### src/include/mem_stage_defs.svh
`ifndef MEM_STAGE_DEFS_SVH
`define MEM_STAGE_DEFS_SVH

// ==================================================
// Datapath
// ==================================================

`define XLEN 32

// Bubble carried down the pipe, addi x0,x0,0
`define INST_NOP 32'h0000_0013
`define PC_NOP   32'hffff_ffff

// ==================================================
// Store write masks
// ==================================================

`define MASK_BYTE 32'h0000_00ff  // SB
`define MASK_HALF 32'h0000_ffff  // SH

`endif

### src/source/mem_op_pkg.sv
`default_nettype none

`include "mem_stage_defs.svh"

package mem_op_pkg;

    // Addresses, data words and write masks
    typedef logic [`XLEN-1:0] word_t;

    // Memory operation from decode
    typedef enum logic [3:0] {
        NONE = 4'd0,
        LB   = 4'd1,
        LBU  = 4'd2,
        LH   = 4'd3,
        LHU  = 4'd4,
        LW   = 4'd5,
        SB   = 4'd6,
        SH   = 4'd7,
        SW   = 4'd8
    } mem_op_t;

endpackage

`default_nettype wire

### src/source/pipe_pkg.sv
`default_nettype none

package pipe_pkg;

    typedef logic [4:0] reg_addr_t;

    // Write-back source
    typedef enum logic [3:0] {
        X   = 4'd0,
        ALU = 4'd1,
        MEM = 4'd2,
        PC  = 4'd3,
        CSR = 4'd4
    } wb_sel_t;

    typedef enum logic [1:0] {
        IDLE,
        WAIT_READY,
        WAIT_RDATA
    } access_state_t;

    // What the output registers load
    typedef enum logic [1:0] {
        SEL_BUBBLE,
        SEL_CUR,
        SEL_HELD
    } out_sel_t;

endpackage

`default_nettype wire
### src/source/load_align.sv
`timescale 1ns/1ps
`default_nettype none

`include "mem_stage_defs.svh"

module load_align (
    input  mem_op_pkg::mem_op_t held_mem_op,
    input  mem_op_pkg::word_t   mem_rdata,
    output mem_op_pkg::word_t   load_data
);

    // ==================================================
    // Sign or zero extension of the low bytes
    // ==================================================

    always_comb begin
        case (held_mem_op)
            mem_op_pkg::LB:
                load_data = {{(`XLEN-8){mem_rdata[7]}}, mem_rdata[7:0]};
            mem_op_pkg::LBU:
                load_data = {{(`XLEN-8){1'b0}}, mem_rdata[7:0]};
            mem_op_pkg::LH:
                load_data = {{(`XLEN-16){mem_rdata[15]}}, mem_rdata[15:0]};
            mem_op_pkg::LHU:
                load_data = {{(`XLEN-16){1'b0}}, mem_rdata[15:0]};
            mem_op_pkg::LW:
                load_data = mem_rdata;
            default:
                load_data = '1;  // Not a load
        endcase
    end

endmodule

`default_nettype wire

### src/source/mem_access_ctrl.sv
`timescale 1ns/1ps
`default_nettype none

module mem_access_ctrl (
    input  logic               clk,
    input  logic               rst_n,
    input  logic               flush,
    input  logic               is_store,
    input  logic               is_load,
    input  logic               mem_cmd_ready,
    input  logic               mem_rdata_valid,
    output logic               mem_cmd_start,
    output logic               stall,
    output logic               use_held,
    output logic               capture_en,
    output pipe_pkg::out_sel_t out_sel
);

    pipe_pkg::access_state_t state;
    pipe_pkg::access_state_t state_nxt;

    // ==================================================
    // Next state, command and output selection
    // ==================================================

    always_comb begin
        state_nxt     = state;
        mem_cmd_start = 1'b0;
        stall         = 1'b0;
        out_sel       = pipe_pkg::SEL_BUBBLE;

        case (state)
            pipe_pkg::IDLE: begin
                if (is_store || is_load) begin
                    mem_cmd_start = 1'b1;
                    if (!mem_cmd_ready) begin
                        state_nxt = pipe_pkg::WAIT_READY;
                        stall     = 1'b1;
                    end else if (is_load) begin
                        state_nxt = pipe_pkg::WAIT_RDATA;
                        stall     = 1'b1;
                    end else begin
                        out_sel = pipe_pkg::SEL_CUR;  // Store taken at once
                    end
                end else begin
                    out_sel = pipe_pkg::SEL_CUR;
                end
            end

            pipe_pkg::WAIT_READY: begin
                mem_cmd_start = 1'b1;  // Request held until accepted
                stall         = 1'b1;
                if (mem_cmd_ready) begin
                    if (is_store) begin
                        state_nxt = pipe_pkg::IDLE;
                        stall     = 1'b0;
                        out_sel   = pipe_pkg::SEL_HELD;
                    end else begin
                        state_nxt = pipe_pkg::WAIT_RDATA;
                    end
                end
            end

            pipe_pkg::WAIT_RDATA: begin
                if (mem_rdata_valid) begin
                    state_nxt = pipe_pkg::IDLE;
                    out_sel   = pipe_pkg::SEL_HELD;
                end else begin
                    stall = 1'b1;
                end
            end

            default: state_nxt = pipe_pkg::IDLE;
        endcase

        // Flush abandons whatever is pending
        if (flush) begin
            state_nxt     = pipe_pkg::IDLE;
            mem_cmd_start = 1'b0;
            stall         = 1'b0;
            out_sel       = pipe_pkg::SEL_BUBBLE;
        end
    end

    assign use_held   = !flush && (state != pipe_pkg::IDLE);
    assign capture_en = flush || (state == pipe_pkg::IDLE);

    always_ff @(posedge clk or negedge rst_n) begin
        if (!rst_n) begin
            state <= pipe_pkg::IDLE;
        end else begin
            state <= state_nxt;
        end
    end

endmodule

`default_nettype wire

### src/source/mem_hold_buffer.sv
`timescale 1ns/1ps
`default_nettype none

`include "mem_stage_defs.svh"

module mem_hold_buffer (
    input  logic                 clk,
    input  logic                 rst_n,
    input  logic                 flush,
    input  logic                 capture_en,
    input  pipe_pkg::out_sel_t   out_sel,
    input  logic                 use_held,
    input  mem_op_pkg::word_t    pc,
    input  mem_op_pkg::word_t    inst,
    input  mem_op_pkg::word_t    rs2_data,
    input  mem_op_pkg::word_t    alu_out,
    input  logic                 br_flg,
    input  mem_op_pkg::word_t    br_target,
    input  mem_op_pkg::mem_op_t  mem_op,
    input  logic                 rf_wen,
    input  pipe_pkg::wb_sel_t    wb_sel,
    input  pipe_pkg::reg_addr_t  wb_addr,
    input  logic                 jmp_flg,
    input  mem_op_pkg::word_t    load_data,
    output mem_op_pkg::word_t    held_rs2_data,
    output mem_op_pkg::word_t    held_alu_out,
    output mem_op_pkg::mem_op_t  held_mem_op,
    output mem_op_pkg::word_t    out_pc,
    output mem_op_pkg::word_t    out_inst,
    output mem_op_pkg::word_t    out_alu_out,
    output logic                 out_br_flg,
    output mem_op_pkg::word_t    out_br_target,
    output logic                 out_rf_wen,
    output pipe_pkg::wb_sel_t    out_wb_sel,
    output pipe_pkg::reg_addr_t  out_wb_addr,
    output logic                 out_jmp_flg,
    output mem_op_pkg::word_t    out_read_data,
    output logic                 fwd_rf_wen,
    output pipe_pkg::reg_addr_t  fwd_wb_addr,
    output mem_op_pkg::word_t    cur_inst,
    output mem_op_pkg::mem_op_t  cur_mem_op
);

    // Flushed input reads as a bubble
    wire mem_op_pkg::word_t   in_pc        = flush ? `PC_NOP : pc;
    wire mem_op_pkg::word_t   in_inst      = flush ? `INST_NOP : inst;
    wire mem_op_pkg::word_t   in_rs2_data  = flush ? '1 : rs2_data;
    wire mem_op_pkg::word_t   in_alu_out   = flush ? '1 : alu_out;
    wire                      in_br_flg    = flush ? 1'b0 : br_flg;
    wire mem_op_pkg::word_t   in_br_target = flush ? '1 : br_target;
    wire mem_op_pkg::mem_op_t in_mem_op    = flush ? mem_op_pkg::NONE : mem_op;
    wire                      in_rf_wen    = flush ? 1'b0 : rf_wen;
    wire pipe_pkg::wb_sel_t   in_wb_sel    = flush ? pipe_pkg::X : wb_sel;
    wire pipe_pkg::reg_addr_t in_wb_addr   = flush ? '0 : wb_addr;
    wire                      in_jmp_flg   = flush ? 1'b0 : jmp_flg;

    mem_op_pkg::word_t   held_pc;
    mem_op_pkg::word_t   held_inst;
    logic                held_br_flg;
    mem_op_pkg::word_t   held_br_target;
    logic                held_rf_wen;
    pipe_pkg::wb_sel_t   held_wb_sel;
    pipe_pkg::reg_addr_t held_wb_addr;
    logic                held_jmp_flg;

    wire take_held   = (out_sel == pipe_pkg::SEL_HELD);
    wire take_bubble = (out_sel == pipe_pkg::SEL_BUBBLE);

    // ==================================================
    // Copy of the instruction for a pending access
    // ==================================================

    always_ff @(posedge clk) begin
        if (capture_en) begin
            held_pc        <= in_pc;
            held_inst      <= in_inst;
            held_rs2_data  <= in_rs2_data;
            held_alu_out   <= in_alu_out;
            held_br_flg    <= in_br_flg;
            held_br_target <= in_br_target;
            held_mem_op    <= in_mem_op;
            held_rf_wen    <= in_rf_wen;
            held_wb_sel    <= in_wb_sel;
            held_wb_addr   <= in_wb_addr;
            held_jmp_flg   <= in_jmp_flg;
        end
    end

    // Forwarding and fence view of the instruction in flight
    assign fwd_rf_wen  = use_held ? held_rf_wen : in_rf_wen;
    assign fwd_wb_addr = use_held ? held_wb_addr : in_wb_addr;
    assign cur_inst    = use_held ? held_inst : in_inst;
    assign cur_mem_op  = use_held ? held_mem_op : in_mem_op;

    // ==================================================
    // Write-back registers
    // ==================================================

    always_ff @(posedge clk or negedge rst_n) begin
        if (!rst_n) begin
            out_pc      <= `PC_NOP;
            out_inst    <= `INST_NOP;
            out_br_flg  <= 1'b0;
            out_rf_wen  <= 1'b0;
            out_wb_sel  <= pipe_pkg::X;
            out_wb_addr <= '0;
            out_jmp_flg <= 1'b0;
        end else begin
            out_pc      <= take_bubble ? `PC_NOP   : (take_held ? held_pc : in_pc);
            out_inst    <= take_bubble ? `INST_NOP : (take_held ? held_inst : in_inst);
            out_br_flg  <= take_bubble ? 1'b0 : (take_held ? held_br_flg : in_br_flg);
            out_rf_wen  <= take_bubble ? 1'b0 : (take_held ? held_rf_wen : in_rf_wen);
            out_wb_sel  <= take_bubble ? pipe_pkg::X : (take_held ? held_wb_sel : in_wb_sel);
            out_wb_addr <= take_bubble ? '0 : (take_held ? held_wb_addr : in_wb_addr);
            out_jmp_flg <= take_bubble ? 1'b0 : (take_held ? held_jmp_flg : in_jmp_flg);
        end
    end

    always_ff @(posedge clk) begin
        out_alu_out   <= take_bubble ? '1 : (take_held ? held_alu_out : in_alu_out);
        out_br_target <= take_bubble ? '1 : (take_held ? held_br_target : in_br_target);
        out_read_data <= take_held ? load_data : '1;  // Only a held load returns data
    end

endmodule

`default_nettype wire

### src/source/mem_request_format.sv
`timescale 1ns/1ps
`default_nettype none

`include "mem_stage_defs.svh"

module mem_request_format (
    input  logic                use_held,
    input  logic                flush,
    input  mem_op_pkg::mem_op_t mem_op,
    input  mem_op_pkg::word_t   alu_out,
    input  mem_op_pkg::word_t   rs2_data,
    input  mem_op_pkg::mem_op_t held_mem_op,
    input  mem_op_pkg::word_t   held_alu_out,
    input  mem_op_pkg::word_t   held_rs2_data,
    output logic                is_store,
    output logic                is_load,
    output logic                mem_cmd_write,
    output mem_op_pkg::word_t   mem_addr,
    output mem_op_pkg::word_t   mem_wdata,
    output mem_op_pkg::word_t   mem_wmask
);

    mem_op_pkg::mem_op_t sel_op;

    assign sel_op = flush ? mem_op_pkg::NONE : (use_held ? held_mem_op : mem_op);

    // Op class
    assign is_store = sel_op inside {mem_op_pkg::SB, mem_op_pkg::SH, mem_op_pkg::SW};
    assign is_load  = sel_op inside {mem_op_pkg::LB, mem_op_pkg::LBU, mem_op_pkg::LH,
                                     mem_op_pkg::LHU, mem_op_pkg::LW};

    assign mem_cmd_write = is_store;
    assign mem_addr      = use_held ? held_alu_out : alu_out;  // Sent unaligned as computed
    assign mem_wdata     = use_held ? held_rs2_data : rs2_data;

    always_comb begin
        case (sel_op)
            mem_op_pkg::SB: mem_wmask = `MASK_BYTE;
            mem_op_pkg::SH: mem_wmask = `MASK_HALF;
            default:        mem_wmask = '1;
        endcase
    end

endmodule

`default_nettype wire

### src/source/mem_stage.sv
`timescale 1ns/1ps
`default_nettype none

module mem_stage (
    input  logic                 clk,
    input  logic                 rst_n,
    input  logic                 flush,

    // From execute
    input  mem_op_pkg::word_t    pc,
    input  mem_op_pkg::word_t    inst,
    input  mem_op_pkg::word_t    rs2_data,
    input  mem_op_pkg::word_t    alu_out,
    input  logic                 br_flg,
    input  mem_op_pkg::word_t    br_target,
    input  mem_op_pkg::mem_op_t  mem_op,
    input  logic                 rf_wen,
    input  pipe_pkg::wb_sel_t    wb_sel,
    input  pipe_pkg::reg_addr_t  wb_addr,
    input  logic                 jmp_flg,

    // Memory port
    output logic                 mem_cmd_start,
    output logic                 mem_cmd_write,
    input  logic                 mem_cmd_ready,
    output mem_op_pkg::word_t    mem_addr,
    output mem_op_pkg::word_t    mem_wdata,
    output mem_op_pkg::word_t    mem_wmask,
    input  mem_op_pkg::word_t    mem_rdata,
    input  logic                 mem_rdata_valid,

    // To write-back
    output mem_op_pkg::word_t    out_pc,
    output mem_op_pkg::word_t    out_inst,
    output mem_op_pkg::word_t    out_alu_out,
    output logic                 out_br_flg,
    output mem_op_pkg::word_t    out_br_target,
    output logic                 out_rf_wen,
    output pipe_pkg::wb_sel_t    out_wb_sel,
    output pipe_pkg::reg_addr_t  out_wb_addr,
    output logic                 out_jmp_flg,
    output mem_op_pkg::word_t    out_read_data,

    // Hazard, trap and fence view
    output logic                 fwd_rf_wen,
    output pipe_pkg::reg_addr_t  fwd_wb_addr,
    output mem_op_pkg::word_t    cur_inst,
    output mem_op_pkg::mem_op_t  cur_mem_op,

    output logic                 stall
);

    // ==================================================
    // Controller to datapath
    // ==================================================

    logic                is_store;
    logic                is_load;
    logic                use_held;
    logic                capture_en;
    pipe_pkg::out_sel_t  out_sel;

    mem_op_pkg::word_t   held_rs2_data;
    mem_op_pkg::word_t   held_alu_out;
    mem_op_pkg::mem_op_t held_mem_op;
    mem_op_pkg::word_t   load_data;

    // Port names line up with the signals above
    mem_access_ctrl u_ctrl (.*);

    mem_hold_buffer u_hold (.*);

    mem_request_format u_req (.*);

    load_align u_align (.*);

endmodule

`default_nettype wire

### config.mk
export PLATFORM = sky130hd
export DESIGN_NAME = mem_stage
export DESIGN_NICKNAME = d
export VERILOG_FILES = /design/src/source/mem_op_pkg.sv /design/src/source/pipe_pkg.sv /design/src/source/load_align.sv /design/src/source/mem_access_ctrl.sv /design/src/source/mem_hold_buffer.sv /design/src/source/mem_request_format.sv /design/src/source/mem_stage.sv
export VERILOG_INCLUDE_DIRS = /design/src /design/src/include
export SDC_FILE = /design/constraint.sdc
export NUM_CORES = 1
export LEC_CHECK = 0
export BUFFER_PORTS_ARGS = -buffer_cell sky130_fd_sc_hd__clkbuf_2
export CORE_AREA = 2 2 207 209
export CTS_CLUSTER_DIAMETER = 100
export DETAILED_ROUTE_END_ITERATION = 8
export DIE_AREA = 0 0 209 211
export HOLD_SLACK_MARGIN = 0.05
export SLEW_MARGIN = 20
export SYNTH_ARGS = -nofsm -noshare
export SYNTH_HDL_FRONTEND = slang
export SYNTH_HIERARCHICAL = 1
export SYNTH_SLANG_ARGS = --single-unit
export TNS_END_PERCENT = 1
### constraint.sdc
create_clock -name clk -period 14 [get_ports clk]
set_clock_uncertainty 0.2 [all_clocks]
set_input_delay 3.5 -clock clk [delete_from_list [all_inputs] [get_ports clk]]
set_output_delay 3.5 -clock clk [all_outputs]
set_load 0.1 [all_outputs]
==> results.md <==
- Max Fanout on Critical Path: 63
- Simple-gate portion of the synthesized area: between 10% and 20%
- HPWL after DPL: 26.1 mm
- Detailed-route via count: approximately 10000
- Post-CTS setup buffer count: 0
- Synth area leader: edfxtp_1
- Hold buffers post-CTS: 0
- Commonest cells after routing, fill and taps aside: clkbuf_2, edfxtp_1, nor2_1
- Critical Path RT: 10300 ps
- Clock latency on the worst-skew pair: ~550 ps
- Initial Utilization: a little over a third
- Register area share after synthesis: just over 60%
- Worst hold path type: reg2reg
- Crit Path Class: in2out
- Row count: between 70 and 80
- All-Layer GR Usage: 17.2%
- Cell mode on critical path: a21oi_1
- Vias in the first global route: between 10000 and 15000
- Setup TNS: 0 ps
- Mean Syn Cell Area: around 13 sq um
- Count of buffers from port buffering: roughly 520
- Antenna violations before repair: 0
- Critical path endpoint category: output pin
- Die ar.: between 40000 and 50000 sq um
- Prevailing post-synth register cell: edfxtp_1
- Fmax: 95.3 MHz
- First-pass GRT wire length: approximately 60 mm
- XOR/XNOR share of the synthesized area: 0%
- Async SR Flop Fraction: 22.3%
- CP arrival: between 6000 and 7000 ps
- Mapped Area: ~15000 sq um
- Worst hold slack: 274 ps
- CTS tree: yes
- Die width: approximately 210 microns
- Leak: roughly 8.0 nW
- Warnings from Yosys: 6
- Unrepaired setup endpoints after global routing: no
- Nets@finish: roughly 1900
- Largest cells by area after synthesis: edfxtp_1, dfxtp_1, dfrtp_1
- Drc violations: 0
- Crit-path max cell delay: roughly 630 ps
- Layout fillers: 3944
- Max_slew headroom: 29.0%
- Compound-Gate Fraction of Synth Area: around 7.8%
- Final min period: 10490 ps
- Slew @ Worst Pin: between 1000 and 1500 ps
- Routed length per placed instance: between 15 and 20 microns
- Cells after Synth: around 1200
- CTS H-tree lvls: 2
- CTS clk-pin slew, worst paths: 50 ps
- Total power density per cell area: 152 nW/um^2
- Dpl ws: roughly 3400 ps
- Post-synth cell types: about 50
- Min setup slack post-route: about 3500 ps
- Pin count of the biggest net entering global routing: roughly 200
- DR iter-0 viols: about 550
- Routability cong.: about 0.80
- Die height: about 210 microns
- Worst path cell trace: buf_6 > or2_4 > inv_6 > nand3b_1 > a31o_1 > a21oi_1 > nor2b_2 > a21oi_1 > o32ai_1 > clkbuf_2
- Fin crit share: around three quarters
- Number of buffers created by CTS: 40
- VDD IR max: 0.0896 mV
- Final Hold Fails: 0
- Cell family with most CP delay: simple AND/OR/NAND/NOR gates
- 1st-pass router iterations: 5
- Inserted Diodes: 0
- DRT Wirelength: 38.9 mm
- Io pins: ~530
- Post-synthesis mux area share: ~9.0%
- Total gr overflow: 0
- Register bit total from synthesis: 350
- Share of cells above drive strength 1: a little under half
- Commonest non-fill, non-tap cell in the layout: clkbuf_2
- CTS Sinks: 350
- CP Launch Type: input port
- Avg Vias per Cell: 4.68
- Routed Antenna Nets: 0
- Synth-to-Final Area Change: 26.5%
- Core area: between 40000 and 50000 sq um
- Final setup violation count: 0
- Synth Area in Adders: 0%
- Main combinational cell family by area after synthesis: simple AND/OR/NAND/NOR gates
- Number of synthesized flops with an enable pin: approximately 180
- Root buffer cell: clkbuf_16
- Worst Path Buf+Inv: 3
- Max Cap Viol: 0
- Crit-path slowest cell: or2_4
- Status: finished, final reports clean
- Synth top area share: approximately 36%
- Slew Viols, Final: 0
- Clock buffer depth: 3
- Resized cells post-CTS: 0
==> per-layer routing <==
| layer | up-vias | GRT usage (%) | wire length, microns |
|---|---|---|---|
| met4 | 0 | 4.75 | 736 |
| met5 | - | 0 | 0 |
| met1 | 5010 | 21.7 | 16300 |
| li1 | 4932 | - | - |
| met2 | 370 | 28.7 | 19000 |
| met3 | 52 | 5.13 | 2910 |
==> cell usage after synthesis (all sizes together) (3+ instances only) <==
master and count:
a2bb2oi 41, nand2b 34, nand2 51, inv 101, clkbuf 26, mux2 107
dfrtp 43, a21oi 66, and2b 12, a21o 3, buf 82, or2 34
edfxtp 176, a22o 41, nor2b 36, nor3b 58, o21ai 3, or3 8
dfxtp 96, dfstp 35, nor3 3, nor2 104
==> final timing paths <==
kind	slack [ps]	endpoint	depth (start not counted)	startpoint
max in group asynchronous	9890	u_hold/out_wb_sel[2]	2	rst_n
min in group asynchronous	2660	u_hold/out_inst[9]	1	rst_n
worst max register to register	8990	u_hold/out_inst[9]	12	u_ctrl/state[0]
worst min-delay path	270	u_hold/out_wb_sel[1]	1	u_hold/held_wb_sel[1]
worst min register to register	270	u_hold/out_wb_sel[1]	1	u_hold/held_wb_sel[1]
worst max-delay path	3510	stall	10	flush
==> state kept, by name, indices dropped and copies added (netlist names), 4 cells and up <==
signal	cells
u_hold/held_alu_out	32
u_hold/held_br_target	32
u_hold/held_inst	32
u_hold/held_pc	32
u_hold/held_rs2_data	32
u_hold/out_alu_out	32
u_hold/out_br_target	32
u_hold/out_inst	32
u_hold/out_pc	32
u_hold/out_read_data	32
u_hold/held_wb_addr	5
u_hold/out_wb_addr	5
u_hold/held_mem_op	4
u_hold/held_wb_sel	4
u_hold/out_wb_sel	4
==> through the flow <==
stage / cells / util [%] / cell area, sq um / power [W]
after global placement: 2141 / 41.7 / 17400 / 0.00187
after detailed placement: 2141 / 41.7 / 17400 / 0.00187
final: 2214 / 44.7 / 18700 / 0.00284
after global routing: 2214 / 44.7 / 18700 / 0.00295
after floorplan: 1182 / - / 14800 / 0.00176
after CTS: 2214 / 44.7 / 18700 / 0.00288
==> power by group <==
group | internal, W | switching [W]
clock network | 0.000577 | 0.000414
registers | 0.00115 | 0.0000256
logic | 0.000129 | 0.000544
total | 0.00186 | 0.000984
==> layout make-up <==
cell class	count	area [sq um]	area share, %
flip-flops and latches	350	9200	49.3
multi-input cells	623	4460	23.9
repair buffers	528	2690	14.4
clock buffers	56	1110	5.95
well taps	539	674	3.61
inverters	101	384	2.06
clock inverters	17	139	0.744
==> worst reg2reg max path, stage by stage (launching register included) <==
cell      delay, ps
dfrtp_1         480
nor2_1          260
or2_4           590
inv_6           390
nand3b_1        360
a31o_1          230
a21oi_1         290
nand4b_1        220
a21oi_4         180
buf_4           460
nor2b_4         250
buf_4           620
a22o_1          380
==> kinds of logic (layout without fill, tap and decap cells) <==
kind of cell    count (synthesis)  in the layout
simple gates                  349            349
flops                         350            350
compound gates                158            158
other cells                     1              8
mux                           108            108
buf+inv                       209            702
(Power assumes the default switching activity.)
